**config.mk**
```make
export PLATFORM = sky130hd
export DESIGN_NAME = neural_chip
export DESIGN_NICKNAME = d
export VERILOG_FILES = /design/src/hdl/nc_pkg.sv /design/src/hdl/bf16_pe.sv /design/src/hdl/frame_receiver.sv /design/src/hdl/matmul_control.sv /design/src/hdl/neural_chip.sv /design/src/hdl/result_sender.sv /design/src/hdl/step_counter.sv /design/src/hdl/systolic_array.sv
export SDC_FILE = /design/constraint.sdc
export NUM_CORES = 1
export LEC_CHECK = 0
export BUFFER_PORTS_ARGS = -buffer_cell sky130_fd_sc_hd__buf_2
export CORE_MARGIN = 3
export CORE_UTILIZATION = 35
export DETAILED_ROUTE_END_ITERATION = 6
export PLACE_DENSITY_LB_ADDON = 0.12
export SETUP_SLACK_MARGIN = 0.5
export SYNTH_ARGS = -nofsm -noshare
export SYNTH_HDL_FRONTEND = slang
export SYNTH_SLANG_ARGS = --single-unit
```
**constraint.sdc**
```tcl
create_clock -name clk -period 17.2 [get_ports clk]
set_clock_uncertainty 0.2 [all_clocks]
set_input_delay 0.86 -clock clk [delete_from_list [all_inputs] [get_ports clk]]
set_output_delay 0.86 -clock clk [all_outputs]
set_load 0.005 [all_outputs]
```
**src/hdl/nc_pkg.sv**
```systemverilog
package nc_pkg;

    // bfloat16 field layout
    localparam int BF16_W   = 16;   // One element, one word
    localparam int EXP_W    = 8;    // Exponent field
    localparam int MAN_W    = 7;    // Stored mantissa, hidden bit not included
    localparam int EXP_BIAS = 127;

    // Matrix element, operand or partial sum
    typedef logic [BF16_W-1:0] bf16_t;

    // One byte of the host stream
    typedef logic [7:0] byte_t;

    // Framing bytes, same values in both directions
    localparam byte_t FRAME_START = 8'hFE;
    localparam byte_t FRAME_END   = 8'hFF;

    // Sequencer states
    typedef enum logic [1:0] {
        CTRL_IDLE,
        CTRL_LOAD,      // Weights and skewed A go in
        CTRL_COMPUTE,   // Array runs, counter steps
        CTRL_SEND       // Result frame goes out
    } ctrl_state_t;

    // Receive parser states
    typedef enum logic [1:0] {
        RX_WAIT_START,
        RX_OPERANDS,
        RX_WAIT_END
    } rx_state_t;

    // Transmit states
    typedef enum logic [1:0] {
        TX_IDLE,
        TX_START,
        TX_DATA,
        TX_END
    } tx_state_t;

endpackage

```
**src/hdl/bf16_pe.sv**
```systemverilog
`timescale 1ns/1ps

module bf16_pe import nc_pkg::*; (
    input  logic  clk,
    input  logic  reset,
    input  bf16_t act_i,        // From the west
    input  bf16_t psum_i,       // From the north
    input  bf16_t weight_i,
    input  logic  weight_en_i,
    input  logic  compute_i,
    output bf16_t act_o,        // To the east
    output bf16_t psum_o        // To the south
);

    // Truncating multiply, zero exponent gives signed zero
    function automatic bf16_t bf16_mul(bf16_t a, bf16_t b);
        logic                 sign;
        logic [EXP_W-1:0]     ea, eb;
        logic [2*MAN_W+1:0]   prod;      // 1.m x 1.m, up to 4.0
        logic [EXP_W+1:0]     esum;
        logic [MAN_W-1:0]     man;
        sign = a[BF16_W-1] ^ b[BF16_W-1];
        ea   = a[BF16_W-2:MAN_W];
        eb   = b[BF16_W-2:MAN_W];
        prod = {1'b1, a[MAN_W-1:0]} * {1'b1, b[MAN_W-1:0]};
        man  = prod[2*MAN_W+1] ? prod[2*MAN_W:MAN_W+1] : prod[2*MAN_W-1:MAN_W];
        esum = {2'b00, ea} + {2'b00, eb} + prod[2*MAN_W+1];
        if (ea == '0 || eb == '0) return {sign, {(BF16_W-1){1'b0}}};
        // Out of range either way saturates the exponent, the adder then kills it
        if (esum <= EXP_BIAS || esum >= EXP_BIAS + (2**EXP_W - 1))
            return {sign, {EXP_W{1'b1}}, {MAN_W{1'b0}}};
        return {sign, EXP_W'(esum - EXP_BIAS), man};
    endfunction

    // Same-sign add only, mixed signs collapse to zero
    function automatic bf16_t bf16_add(bf16_t x, bf16_t y);
        bf16_t            hi, lo;
        logic [EXP_W-1:0] ediff;
        logic [MAN_W:0]   sig_lo;
        logic [MAN_W+1:0] sum;
        if (&x[BF16_W-2:MAN_W] || &y[BF16_W-2:MAN_W]) return '0;  // Inf/NaN
        if (y[BF16_W-2:MAN_W] == '0) return x;                     // Zero adds nothing
        if (x[BF16_W-2:MAN_W] == '0) return y;
        if (x[BF16_W-1] != y[BF16_W-1]) return '0;
        {hi, lo} = (x[BF16_W-2:0] < y[BF16_W-2:0]) ? {y, x} : {x, y};
        ediff  = hi[BF16_W-2:MAN_W] - lo[BF16_W-2:MAN_W];
        sig_lo = {1'b1, lo[MAN_W-1:0]} >> ediff;                   // Align to larger
        sum    = {1'b1, hi[MAN_W-1:0]} + sig_lo;
        if (sum[MAN_W+1])
            return {hi[BF16_W-1], hi[BF16_W-2:MAN_W] + 1'b1, sum[MAN_W:1]};
        return {hi[BF16_W-1], hi[BF16_W-2:MAN_W], sum[MAN_W-1:0]};
    endfunction

    bf16_t weight_q;
    bf16_t prod_w;
    bf16_t sum_w;

    assign prod_w = bf16_mul(act_i, weight_q);
    assign sum_w  = bf16_add(psum_i, prod_w);

    // Weight only changes on load
    always_ff @(posedge clk) begin
        if (weight_en_i) weight_q <= weight_i;
    end

    always_ff @(posedge clk or negedge reset) begin
        if (!reset) begin
            act_o  <= '0;
            psum_o <= '0;
        end else if (compute_i) begin
            act_o  <= act_i;       // Pass activation on unchanged
            psum_o <= sum_w;
        end
    end

endmodule

```
**src/hdl/frame_receiver.sv**
```systemverilog
`timescale 1ns/1ps

module frame_receiver import nc_pkg::*; #(
    parameter int ARRAY_N = 2
) (
    input  logic  clk,
    input  logic  reset,
    input  logic  rx_valid_i,
    input  byte_t rx_data_i,
    input  logic  busy_i,                           // Engine not idle, drop bytes
    output logic  frame_done_o,
    output bf16_t a_elems_o [ARRAY_N][ARRAY_N],
    output bf16_t b_elems_o [ARRAY_N][ARRAY_N]
);

    localparam int N_ELEMS    = ARRAY_N * ARRAY_N;  // Per matrix
    localparam int OPER_BYTES = 4 * N_ELEMS;         // A then B, two bytes each
    localparam int IDX_W      = $clog2(OPER_BYTES);

    rx_state_t        state_q;
    logic [IDX_W-1:0] byte_idx;
    logic [IDX_W-2:0] elem_idx;
    logic             hi_byte;
    logic             take_operand;

    assign elem_idx     = byte_idx[IDX_W-1:1];   // A elements first, then B
    assign hi_byte      = ~byte_idx[0];          // High byte arrives first
    assign take_operand = rx_valid_i && !busy_i && (state_q == RX_OPERANDS);

    always_ff @(posedge clk or negedge reset) begin
        if (!reset) begin
            state_q      <= RX_WAIT_START;
            byte_idx     <= '0;
            frame_done_o <= 1'b0;
        end else begin
            frame_done_o <= 1'b0;
            if (busy_i) begin
                state_q <= RX_WAIT_START;        // Whole frame discarded
            end else if (rx_valid_i) begin
                case (state_q)
                    RX_WAIT_START: if (rx_data_i == FRAME_START) begin
                        state_q  <= RX_OPERANDS;
                        byte_idx <= '0;
                    end
                    RX_OPERANDS: begin
                        byte_idx <= byte_idx + 1'b1;
                        if (byte_idx == IDX_W'(OPER_BYTES - 1)) state_q <= RX_WAIT_END;
                    end
                    RX_WAIT_END: if (rx_data_i == FRAME_END) begin
                        state_q      <= RX_WAIT_START;
                        frame_done_o <= 1'b1;
                    end
                    default: state_q <= RX_WAIT_START;
                endcase
            end
        end
    end

    // Operand storage, held until the next frame overwrites it
    always_ff @(posedge clk) begin
        if (take_operand) begin
            for (int r = 0; r < ARRAY_N; r++) begin
                for (int c = 0; c < ARRAY_N; c++) begin
                    if (elem_idx == r * ARRAY_N + c) begin
                        if (hi_byte) a_elems_o[r][c][BF16_W-1:8] <= rx_data_i;
                        else a_elems_o[r][c][7:0] <= rx_data_i;
                    end
                    if (elem_idx == N_ELEMS + r * ARRAY_N + c) begin
                        if (hi_byte) b_elems_o[r][c][BF16_W-1:8] <= rx_data_i;
                        else b_elems_o[r][c][7:0] <= rx_data_i;
                    end
                end
            end
        end
    end

endmodule

```
**src/hdl/matmul_control.sv**
```systemverilog
`timescale 1ns/1ps

module matmul_control import nc_pkg::*; #(
    parameter int ARRAY_N = 2
) (
    input  logic clk,
    input  logic reset,
    input  logic frame_done_i,
    input  logic last_step_i,
    input  logic send_done_i,
    output logic busy_o,
    output logic load_o,
    output logic compute_o,
    output logic capture_o,
    output logic send_start_o,
    output logic mult_done_o
);

    ctrl_state_t state_q, state_d;
    logic        done_q;

    assign busy_o       = (state_q != CTRL_IDLE);
    assign load_o       = (state_q == CTRL_LOAD);    // Exactly one cycle
    assign compute_o    = (state_q == CTRL_COMPUTE);
    assign capture_o    = compute_o && last_step_i;
    assign send_start_o = done_q;
    assign mult_done_o  = done_q;                    // One cycle after capture

    always_comb begin
        state_d = state_q;
        case (state_q)
            CTRL_IDLE:    if (frame_done_i) state_d = CTRL_LOAD;
            CTRL_LOAD:    state_d = CTRL_COMPUTE;
            CTRL_COMPUTE: if (last_step_i) state_d = CTRL_SEND;
            CTRL_SEND:    if (send_done_i) state_d = CTRL_IDLE;
            default:      state_d = CTRL_IDLE;
        endcase
    end

    always_ff @(posedge clk or negedge reset) begin
        if (!reset) begin
            state_q <= CTRL_IDLE;
            done_q  <= 1'b0;
        end else begin
            state_q <= state_d;
            done_q  <= capture_o;
        end
    end

endmodule

```
**src/hdl/neural_chip.sv**
```systemverilog
`timescale 1ns/1ps

module neural_chip import nc_pkg::*; #(
    parameter int ARRAY_N = 2
) (
    input  logic  clk,
    input  logic  reset,          // Active low, asynchronous
    input  logic  rx_valid_i,     // One strobe per received byte
    input  byte_t rx_data_i,
    input  logic  tx_ready_i,     // Transmitter can take a byte
    output logic  tx_valid_o,
    output byte_t tx_data_o,
    output logic  mult_done_o     // C has been captured
);

    localparam int COMPUTE_STEPS = 3 * ARRAY_N;  // Skew in, accumulate, de-skew

    logic  frame_done, busy;
    logic  load, compute, capture;
    logic  last_step;
    logic  send_start, send_done;
    bf16_t a_elems [ARRAY_N][ARRAY_N];
    bf16_t b_elems [ARRAY_N][ARRAY_N];
    bf16_t c_elems [ARRAY_N][ARRAY_N];

    frame_receiver #(.ARRAY_N(ARRAY_N)) u_rx (
        .clk, .reset,
        .rx_valid_i, .rx_data_i,
        .busy_i       (busy),
        .frame_done_o (frame_done),
        .a_elems_o    (a_elems),
        .b_elems_o    (b_elems)
    );

    matmul_control #(.ARRAY_N(ARRAY_N)) u_ctrl (
        .clk, .reset,
        .frame_done_i (frame_done),
        .last_step_i  (last_step),
        .send_done_i  (send_done),
        .busy_o       (busy),
        .load_o       (load),
        .compute_o    (compute),
        .capture_o    (capture),
        .send_start_o (send_start),
        .mult_done_o
    );

    step_counter #(.COUNT_MAX(COMPUTE_STEPS)) u_steps (
        .clk, .reset,
        .count_en_i (compute),
        .last_o     (last_step)
    );

    systolic_array #(.ARRAY_N(ARRAY_N)) u_array (
        .clk, .reset,
        .a_elems_i (a_elems), .b_elems_i (b_elems),
        .load_i    (load), .compute_i (compute), .capture_i (capture),
        .c_elems_o (c_elems)
    );

    result_sender #(.ARRAY_N(ARRAY_N)) u_tx (
        .clk, .reset,
        .start_i   (send_start),
        .c_elems_i (c_elems),
        .tx_ready_i,
        .tx_valid_o, .tx_data_o,
        .done_o    (send_done)
    );

endmodule

```
**src/hdl/result_sender.sv**
```systemverilog
`timescale 1ns/1ps

module result_sender import nc_pkg::*; #(
    parameter int ARRAY_N = 2
) (
    input  logic  clk,
    input  logic  reset,
    input  logic  start_i,
    input  bf16_t c_elems_i [ARRAY_N][ARRAY_N],
    input  logic  tx_ready_i,
    output logic  tx_valid_o,
    output byte_t tx_data_o,
    output logic  done_o           // After FRAME_END went out
);

    localparam int DATA_BYTES = 2 * ARRAY_N * ARRAY_N;
    localparam int IDX_W      = $clog2(DATA_BYTES);

    tx_state_t        state_q;
    logic [IDX_W-1:0] byte_idx;
    logic             gap_q;       // Forces an idle cycle after each strobe
    bf16_t            elem;

    // Row-major element, high byte first
    always_comb begin
        elem = '0;
        for (int r = 0; r < ARRAY_N; r++) begin
            for (int c = 0; c < ARRAY_N; c++) begin
                if (byte_idx[IDX_W-1:1] == r * ARRAY_N + c) elem = c_elems_i[r][c];
            end
        end
        case (state_q)
            TX_START: tx_data_o = FRAME_START;
            TX_DATA:  tx_data_o = byte_idx[0] ? elem[7:0] : elem[BF16_W-1:8];
            TX_END:   tx_data_o = FRAME_END;
            default:  tx_data_o = '0;
        endcase
    end

    assign tx_valid_o = (state_q != TX_IDLE) && tx_ready_i && !gap_q;

    always_ff @(posedge clk or negedge reset) begin
        if (!reset) begin
            state_q  <= TX_IDLE;
            byte_idx <= '0;
            gap_q    <= 1'b0;
            done_o   <= 1'b0;
        end else begin
            gap_q  <= tx_valid_o;
            done_o <= tx_valid_o && (state_q == TX_END);
            case (state_q)
                TX_IDLE:  if (start_i) state_q <= TX_START;
                TX_START: if (tx_valid_o) begin
                    state_q  <= TX_DATA;
                    byte_idx <= '0;
                end
                TX_DATA:  if (tx_valid_o) begin
                    byte_idx <= byte_idx + 1'b1;
                    if (byte_idx == IDX_W'(DATA_BYTES - 1)) state_q <= TX_END;
                end
                TX_END:   if (tx_valid_o) state_q <= TX_IDLE;
                default:  state_q <= TX_IDLE;
            endcase
        end
    end

endmodule

```
**src/hdl/step_counter.sv**
```systemverilog
`timescale 1ns/1ps

module step_counter #(
    parameter int COUNT_MAX = 6
) (
    input  logic clk,
    input  logic reset,
    input  logic count_en_i,    // Low clears, high counts
    output logic last_o         // Final step of the run
);

    localparam int CNT_W = $clog2(COUNT_MAX + 1);

    logic [CNT_W-1:0] count_q;

    assign last_o = count_en_i && (count_q == CNT_W'(COUNT_MAX - 1));

    always_ff @(posedge clk or negedge reset) begin
        if (!reset) begin
            count_q <= '0;
        end else if (!count_en_i) begin
            count_q <= '0;
        end else if (count_q != CNT_W'(COUNT_MAX - 1)) begin
            count_q <= count_q + 1'b1;  // Saturates on the last step
        end
    end

endmodule

```
**src/hdl/systolic_array.sv**
```systemverilog
`timescale 1ns/1ps

module systolic_array import nc_pkg::*; #(
    parameter int ARRAY_N = 2
) (
    input  logic  clk,
    input  logic  reset,
    input  bf16_t a_elems_i [ARRAY_N][ARRAY_N],
    input  bf16_t b_elems_i [ARRAY_N][ARRAY_N],
    input  logic  load_i,
    input  logic  compute_i,
    input  logic  capture_i,
    output bf16_t c_elems_o [ARRAY_N][ARRAY_N]
);

    localparam int SKEW_LEN = 2 * ARRAY_N - 1;   // Longest skew plus one column

    bf16_t      skew_q   [ARRAY_N][SKEW_LEN];    // Per row, slot 0 feeds the west edge
    bf16_t      deskew_q [ARRAY_N][SKEW_LEN];    // Per column, slot 0 is newest
    wire bf16_t act_w    [ARRAY_N][ARRAY_N+1];   // Eastward activations
    wire bf16_t psum_w   [ARRAY_N+1][ARRAY_N];   // Southward partial sums

    // Row r carries column r of A, A[i][r] lands in slot i + r
    always_ff @(posedge clk or negedge reset) begin
        if (!reset) begin
            for (int r = 0; r < ARRAY_N; r++) begin
                for (int j = 0; j < SKEW_LEN; j++) skew_q[r][j] <= '0;
            end
        end else if (load_i) begin
            for (int r = 0; r < ARRAY_N; r++) begin
                for (int j = 0; j < SKEW_LEN; j++) skew_q[r][j] <= '0;
                for (int i = 0; i < ARRAY_N; i++) skew_q[r][i + r] <= a_elems_i[i][r];
            end
        end else if (compute_i) begin
            for (int r = 0; r < ARRAY_N; r++) begin
                for (int j = 0; j < SKEW_LEN - 1; j++) skew_q[r][j] <= skew_q[r][j + 1];
                skew_q[r][SKEW_LEN-1] <= '0;    // Zeros trail the data
            end
        end
    end

    // C[i][c] leaves the bottom in step i + N + c, capture happens in step 3N-1
    always_ff @(posedge clk) begin
        if (compute_i) begin
            for (int c = 0; c < ARRAY_N; c++) begin
                deskew_q[c][0] <= psum_w[ARRAY_N][c];
                for (int j = 1; j < SKEW_LEN; j++) deskew_q[c][j] <= deskew_q[c][j - 1];
            end
        end
        if (capture_i) begin
            for (int i = 0; i < ARRAY_N; i++) begin
                for (int c = 0; c < ARRAY_N; c++) begin
                    c_elems_o[i][c] <= deskew_q[c][2 * ARRAY_N - 2 - i - c];
                end
            end
        end
    end

    for (genvar r = 0; r < ARRAY_N; r++) begin : g_row
        assign act_w[r][0] = skew_q[r][0];
        for (genvar c = 0; c < ARRAY_N; c++) begin : g_col
            if (r == 0) begin : g_top
                assign psum_w[0][c] = '0;      // Nothing accumulated above the top row
            end
            bf16_pe u_pe (
                .clk, .reset,
                .act_i       (act_w[r][c]),
                .psum_i      (psum_w[r][c]),
                .weight_i    (b_elems_i[r][c]),   // B stays put, B[r][c] here
                .weight_en_i (load_i),
                .compute_i,
                .act_o       (act_w[r][c+1]),
                .psum_o      (psum_w[r+1][c])
            );
        end
    end

endmodule

```
### After elaboration in Yosys (flattened, before gate mapping)

Memories as Yosys holds them, arrays and structs flattened.
Cells that the tools add are included.
Widths: inputs -> output; s select.

* output and inout bits: 10
* RAM bits: 96
* ROM bits: 0
* register bits: 468
* memories: 1
* input port bits: 12
* latch bits: 0

* bitwise operators: 6
* div/mod/pow operators: 0
* reductions and logical operators: 71
* order comparisons: 12
* multiplexer cells: 169
* shift operators: 4
* multipliers: 4
* equality and inequality tests: 39
* add/sub/neg operators: 27

Memories
* u_array.deskew_q: words 2, bits a word 48, rd ports 2, clocked after memory_dff 0, write ports 2, RTL line systolic_array.sv:19 `bf16_t deskew_q [ARRAY_N][SKEW_LEN];`

Operators with widths (number)
* $mux 16: 56
* $mux 96: 2
* $mux 32: 4
* $logic_not 8->1: 14
* $mux 1: 76
* $add 8x8->9: 8
* $mul 8x8->16: 4
* $reduce_and 3->1: 18
* $reduce_and 8->1: 6
* $add 9x1->10: 4
* $ge 10x9->1 const B: 4
* $le 10x7->1 const B: 4
* $add 8x1->8 const B: 4
* $shr 8x8->8: 4
* $sub 8x7->8 const B: 4
* $sub 8x8->8: 4
* $lt 1x15->1 const A: 2
* $lt 15x15->1: 2
* $mux 15: 2
* $mux 7: 4
* $mux 2: 13
* $pmux 8 s3: 1
* $eq 3x3->1 const B: 6
* $eq 8x8->1 const B: 2
* other kinds (30): 84

### Depth between registers and ports, before layout

* depth after elaboration: 26
* gate-level depth with buffers: 64
* depth with buffers taken out: 61

### Modules after synthesis

A second synthesis with hierarchy kept.

* cells, all modules: 4023
* area total of the unflattened synthesis: 40973.0 µm²

By module, submodules not included
* systolic_array: area an instance 7872.6 µm², seq. area each 6326.1 µm², cells an instance 473, times used 1
* bf16_pe at u_array.g_row[0].g_col[0].u_pe: area an instance 7135.6 µm², seq. area each 1281.2 µm², cells an instance 838, times used 1
* bf16_pe at u_array.g_row[1].g_col[1].u_pe: area an instance 6875.3 µm², seq. area each 1281.2 µm², cells an instance 807, times used 1
* bf16_pe at u_array.g_row[1].g_col[0].u_pe: area an instance 6726.5 µm², seq. area each 1281.2 µm², cells an instance 796, times used 1
* bf16_pe at u_array.g_row[0].g_col[1].u_pe: area an instance 6537.5 µm², seq. area each 1281.2 µm², cells an instance 766, times used 1
* frame_receiver: area an instance 4374.2 µm², seq. area each 4018.9 µm², cells an instance 195, times used 1
* result_sender: area an instance 1071.0 µm², seq. area each 175.2 µm², cells an instance 111, times used 1
* matmul_control: area an instance 216.5 µm², seq. area each 75.1 µm², cells an instance 21, times used 1
* step_counter: area an instance 163.9 µm², seq. area each 75.1 µm², cells an instance 16, times used 1

### Worst setup path after synthesis

OpenSTA, ideal clock, no wires.

* path type: reg-to-reg
* from: register u_array.g_row[1].g_col[0].u_pe.weight_q[6]
* to: register u_array.g_row[1].g_col[0].u_pe.psum_o[4]
* stages on the path, launching flop included: 58
* setup slack: 4.562 ns
* path buffers: 4
* arrival time: 12.312 ns
* path through: edfxtp_1 and2_1 fa_1 inv_1 fa_1 inv_1 fa_1 inv_1 fa_1 inv_1 ha_1 a211oi_1 o21bai_1 a221oi_2 a21boi_0 xor2_1 clkbuf_1 fa_1 [... 22 more ...] o221ai_1 mux2i_1 nor3_2 o211a_1 ha_1 inv_1 fa_1 nor2b_1 o21ai_0 nand2b_1 a21o_1 a21o_1 nand2_1 nand2_1 clkbuf_1 nor2_1 mux2i_1 a2bb2oi_1

* cells in the longest elaborated chain, start to end: 23
* elaborated cells between the ends (all ways): 42
* classes of those cells: add/sub: 4; mul: 1; order compare: 3; eq/ne: 1; shift: 1; mux: 28; reduce/logical: 4

Ends and longest elaborated chain
* from (decl): RTL line bf16_pe.sv:54 `bf16_t weight_q;`
* from (signal assigned): RTL line bf16_pe.sv:63 `if (weight_en_i) weight_q <= weight_i;`
* $mul 8x8->16 *: RTL line bf16_pe.sv:25 `prod = {1'b1, a[MAN_W-1:0]} * {1'b1, b[MAN_W-1:0]};`
* $add 9x1->10: RTL line bf16_pe.sv:27 `esum = {2'b00, ea} + {2'b00, eb} + prod[2*MAN_W+1];`
* $le 10x7->1 / $ge 10x9->1 (equally long branches): RTL line bf16_pe.sv:30 `if (esum <= EXP_BIAS || esum >= EXP_BIAS + (2**EXP_W - 1))`
* $logic_or 1x1->1: RTL line bf16_pe.sv:30
* $mux 1 (2 in series): RTL line bf16_pe.sv:30
* $mux 16 *: RTL line bf16_pe.sv:32 `return {sign, EXP_W'(esum - EXP_BIAS), man};`
* $mux 16 *: RTL line bf16_pe.sv:30
* $lt 15x15->1: RTL line bf16_pe.sv:45 `{hi, lo} = (x[BF16_W-2:0] < y[BF16_W-2:0]) ? {y, x} : {x, y};`
* [... 6 more ...]
* $mux 1: RTL line bf16_pe.sv:44 `if (x[BF16_W-1] != y[BF16_W-1]) return '0;`
* $mux 1: RTL line bf16_pe.sv:43 `if (x[BF16_W-2:MAN_W] == '0) return y;`
* $mux 1: RTL line bf16_pe.sv:42 `if (y[BF16_W-2:MAN_W] == '0) return x;`
* $mux 16: RTL line bf16_pe.sv:51 `return {hi[BF16_W-1], hi[BF16_W-2:MAN_W], sum[MAN_W-1:0]};`
* $mux 16: RTL line bf16_pe.sv:45
* $mux 16: RTL line bf16_pe.sv:44
* $mux 16: RTL line bf16_pe.sv:43
* $mux 16 *: RTL line bf16_pe.sv:42
* to (signal assigned): RTL line bf16_pe.sv:72 `psum_o <= sum_w;`
* to (decl): RTL line bf16_pe.sv:12 `output bf16_t psum_o`

Every way passes the cells marked *; elsewhere a longest branch is shown, timed or not. The select of a mux whose other input is x is not followed.
A chain may end at the register's enable or synchronous reset.

### Final worst setup path

* from: register u_array.skew_q, in the netlist u_array.act_w[37]
* to: register u_array.g_row[1].g_col[0].u_pe.psum_o[3]

* cells in the longest elaborated chain, start to end: 23
* elaborated cells between the ends (all ways): 42
* classes of those cells: add/sub: 4; mul: 1; order compare: 3; eq/ne: 1; shift: 1; mux: 28; reduce/logical: 4

Ends and longest elaborated chain
* from (decl): RTL line systolic_array.sv:18 `bf16_t skew_q [ARRAY_N][SKEW_LEN];`
* from (signal, indexed assignment): RTL line systolic_array.sv:37 `skew_q[r][SKEW_LEN-1] <= '0;`
* $mul 8x8->16 *: RTL line bf16_pe.sv:25
* $add 9x1->10: RTL line bf16_pe.sv:27
* $le 10x7->1 / $ge 10x9->1 (equally long branches): RTL line bf16_pe.sv:30
* $logic_or 1x1->1: RTL line bf16_pe.sv:30
* $mux 1 (2 in series): RTL line bf16_pe.sv:30
* $mux 16 *: RTL line bf16_pe.sv:32
* $mux 16 *: RTL line bf16_pe.sv:30
* $lt 15x15->1: RTL line bf16_pe.sv:45
* [... 6 more ...]
* $mux 1: RTL line bf16_pe.sv:44
* $mux 1: RTL line bf16_pe.sv:43
* $mux 1: RTL line bf16_pe.sv:42
* $mux 16: RTL line bf16_pe.sv:51
* $mux 16: RTL line bf16_pe.sv:45
* $mux 16: RTL line bf16_pe.sv:44
* $mux 16: RTL line bf16_pe.sv:43
* $mux 16 *: RTL line bf16_pe.sv:42

Marks and branches as above.

==> results.tsv <==
metric	value	unit
outcome	completed	
largest family of logic cells by synthesized area	adder cells	
max_cap viols	0	
Storage cell area	14990	um^2
crit path time final	14450	ps
asr flop ratio synth	36.84	%
CP dominant cell by count	fa_1	
drt wl/cell	20.04	um
Max Slew Vio Count	0	
via density per instance	5.234	
simple-gate portion of the synthesized area	13.30	%
CP startpoint kind	register	
yosys warns	0	
H-tree depth	2	
Post-synth EDFFs	336	
worst path arrival time	14780	ps
Worst path slowest cell	nor2_1	
drt total wl	89.56	mm
Post-CTS Resized	0	
Synth Area in XOR/XNOR	2.476	%
1st-iter DRT viols	1760	
Starting Density	35.47	%
FP Rows	113	
Die X	317.2	um
Final Hold Vio Count	0	
Filler Cells Inserted	9424	
CTS Hold Bufs	0	
Setup violations, final	0	
Final Cell Area	37350	um^2
required time of the critical path	17530	ps
Slew @ Worst Pin	1185	ps
via total after detailed routing	23391	
Worst Path Max Fanout	19	
postcts setup bufs	0	
final worst slack	2755	ps
final net count	3541	
core area	95580	um^2
router iterations before antenna repair	5	
area leader, netlist	edfxtp_1	
HPWL after DPL	65.21	mm
clk_lat worst skew	630	ps
Distinct cells, synth	100	
I/O pin count	22	
Placed Instance Area	35400	um^2
syn_area_per_cell	10.75	um^2
critical path class	reg2reg	
Buffers on Ports	21	
Multi-input gate area	17200	um^2
HP Class	in2async	
vias in the first global route	23584	
Synth Flop Type	edfxtp_1	
top cell type's share of synthesized area	29.76	%
final routed DRC violation total	0	
DIE HEIGHT	317.2	um
largest net degree at the start of global routing	107	
RePlAce Congestion	0.8930	
Synth top cells by count	356 x inv_1, 336 x edfxtp_1, 227 x ha_1, 206 x nand2_1, 206 x nor2_1	
Setup TNS	0	ps
Net Count, Synth	3544	
Placement Setup Slack	2859	ps
GRT overflow	0	
CTS tree	done	
share of cells above drive strength 1	7.527	%
initial antenna violation count	1	
cell with the most instances after synthesis	inv_1	
post-route ant nets	0	
flops & latches, synth	532	
Die Area	100600	um^2
register area share after synthesis	44.23	%
Sink Count	532	
CP endpoint kind	register	
Synth Area in Compound Gates	12.95	%
Reg clk slew, reported paths	60	ps
main area contributors after synthesis	edfxtp_1 30%, dfrtp_1 14%, fa_1 8.9%	
Mapped Cells	3155	
fin crit share	83.99	%
Mapped Area	33900	um^2
Max Freq	69.23	MHz
clock root buffer	clkbuf_16	
post-synthesis adder-cell area fraction	17.23	%
area grow syn2layout	10.16	%
global-route wire length before repair	140.1	mm
gr usage total	17.92	%
CTS max path bufs	3	
post-synthesis mux area share	4.595	%
Max stage delay on crit path	750	ps
Rel. slew slack	20.60	%
TritonCTS Buffers	58	
unrepaired setup endpoints after global routing	no	
==> layout by cell type, fill, tap and decap left out, types with 16 or more instances in the layout <==
cell	instances
a211oi_1	26
a21o_1	42
a21oi_1	150
a31oi_1	17
and2_1	153
and3_1	18
buf_2	20
buf_4	21
clkbuf_16	59
dfrtp_1	196
edfxtp_1	336
fa_1	150
ha_1	224
inv_1	355
mux2_2	45
mux2i_1	69
mux4_2	16
nand2_1	206
nand2b_1	26
nand3_1	78
nand3b_1	23
nand4_1	19
nor2_1	205
nor2b_1	32
nor3_1	46
nor4_1	31
o21a_1	28
o21ai_0	178
o22ai_1	23
o2bb2ai_1	18
xnor2_1	62
xor2_1	31
==> critical path, delay by kind of cell, from the launching register on <==
family | cells | cell delay [ps]
AO/OA/AOI/OAI | 17 | 3810
XOR/XNOR | 3 | 1020
adder cells (fa/ha/maj) | 10 | 4090
buffers and inverters | 4 | 440
flip-flops | 1 | 720
multiplexers | 1 | 290
AND/OR/NAND/NOR | 16 | 3790
==> sequential cells by signal (all words and copies together), names as in the netlist, 32 cells and up <==
register                           cells
u_array.skew_q                        48
u_rx.a_elems_o                        64
u_array.g_row.g_col.u_pe.psum_o       64
u_rx.b_elems_o                        64
u_array.g_row.g_col.u_pe.act_o        32
u_array.deskew_q                      80
u_array.c_elems_o                     64
u_array.act_w                         32
u_array.g_row.g_col.u_pe.weight_q     64
==> cell type report <==
cell class,count,area share (%)
antenna,2,0.01340
clock inverter,29,0.7203
multi-input combinational,2159,46.04
tap,1265,4.238
sequential,532,40.15
clock buffer,81,4.496
timing repair buffer,42,0.7303
inverter,359,3.615
==> path summary, 6_finish.rpt <==
path	startpoint	to	slack, ps	depth (start not counted)
max	u_array.act_w[37]$_DFFE_PN0P_	u_array.g_row[1].g_col[0].u_pe.psum_o[3]$_DFFE_PN0P_	2750	51
max reg2reg	u_array.act_w[37]$_DFFE_PN0P_	u_array.g_row[1].g_col[0].u_pe.psum_o[3]$_DFFE_PN0P_	2750	51
min reg2reg	u_rx.b_elems_o[22]$_DFFE_PP_	u_array.g_row[1].g_col[0].u_pe.weight_q[6]$_DFFE_PP_	210	0
max in group asynchronous	reset	u_array.skew_q[67]$_DFFE_PN0P_	15280	2
min	reset	u_array.g_row[1].g_col[0].u_pe.psum_o[12]$_DFFE_PN0P_	80	1
min in group clk	u_rx.b_elems_o[22]$_DFFE_PP_	u_array.g_row[1].g_col[0].u_pe.weight_q[6]$_DFFE_PP_	210	0
==> stage by stage <==
stage / std cells / utilization [%] / hold WS [ps]
detailed placement: 4357 / 37.03 / 204.5
floorplan: 3155 / - / 200.3
global route: 4467 / 39.07 / 127.2
global placement: 4357 / 37.03 / 200.6
CTS: 4467 / 39.07 / 107.5
finish: 4469 / 39.08 / 80.94
==> logic make-up (layout without fill, tap and decap cells) <==
kind of cell | after synthesis | count (layout)
simple gates | 891 | 891
compound gates | 666 | 666
flops | 532 | 532
buf+inv | 464 | 511
fa+ha+maj | 377 | 377
mux | 130 | 130
xor+xnor | 95 | 95
other cells | 0 | 2
==> per-layer routing <==
layer | GRT usage (%) | part of all wire (%)
met4 | 4.432 | 2.2
met1 | 25.73 | 48
met5 | 0 | 0
met2 | 28.49 | 46
met3 | 2.652 | 4.4
Power is left out: the tool's default activity adds up to more than one toggle a clock period on the data nets, which glitch-free logic cannot reach.
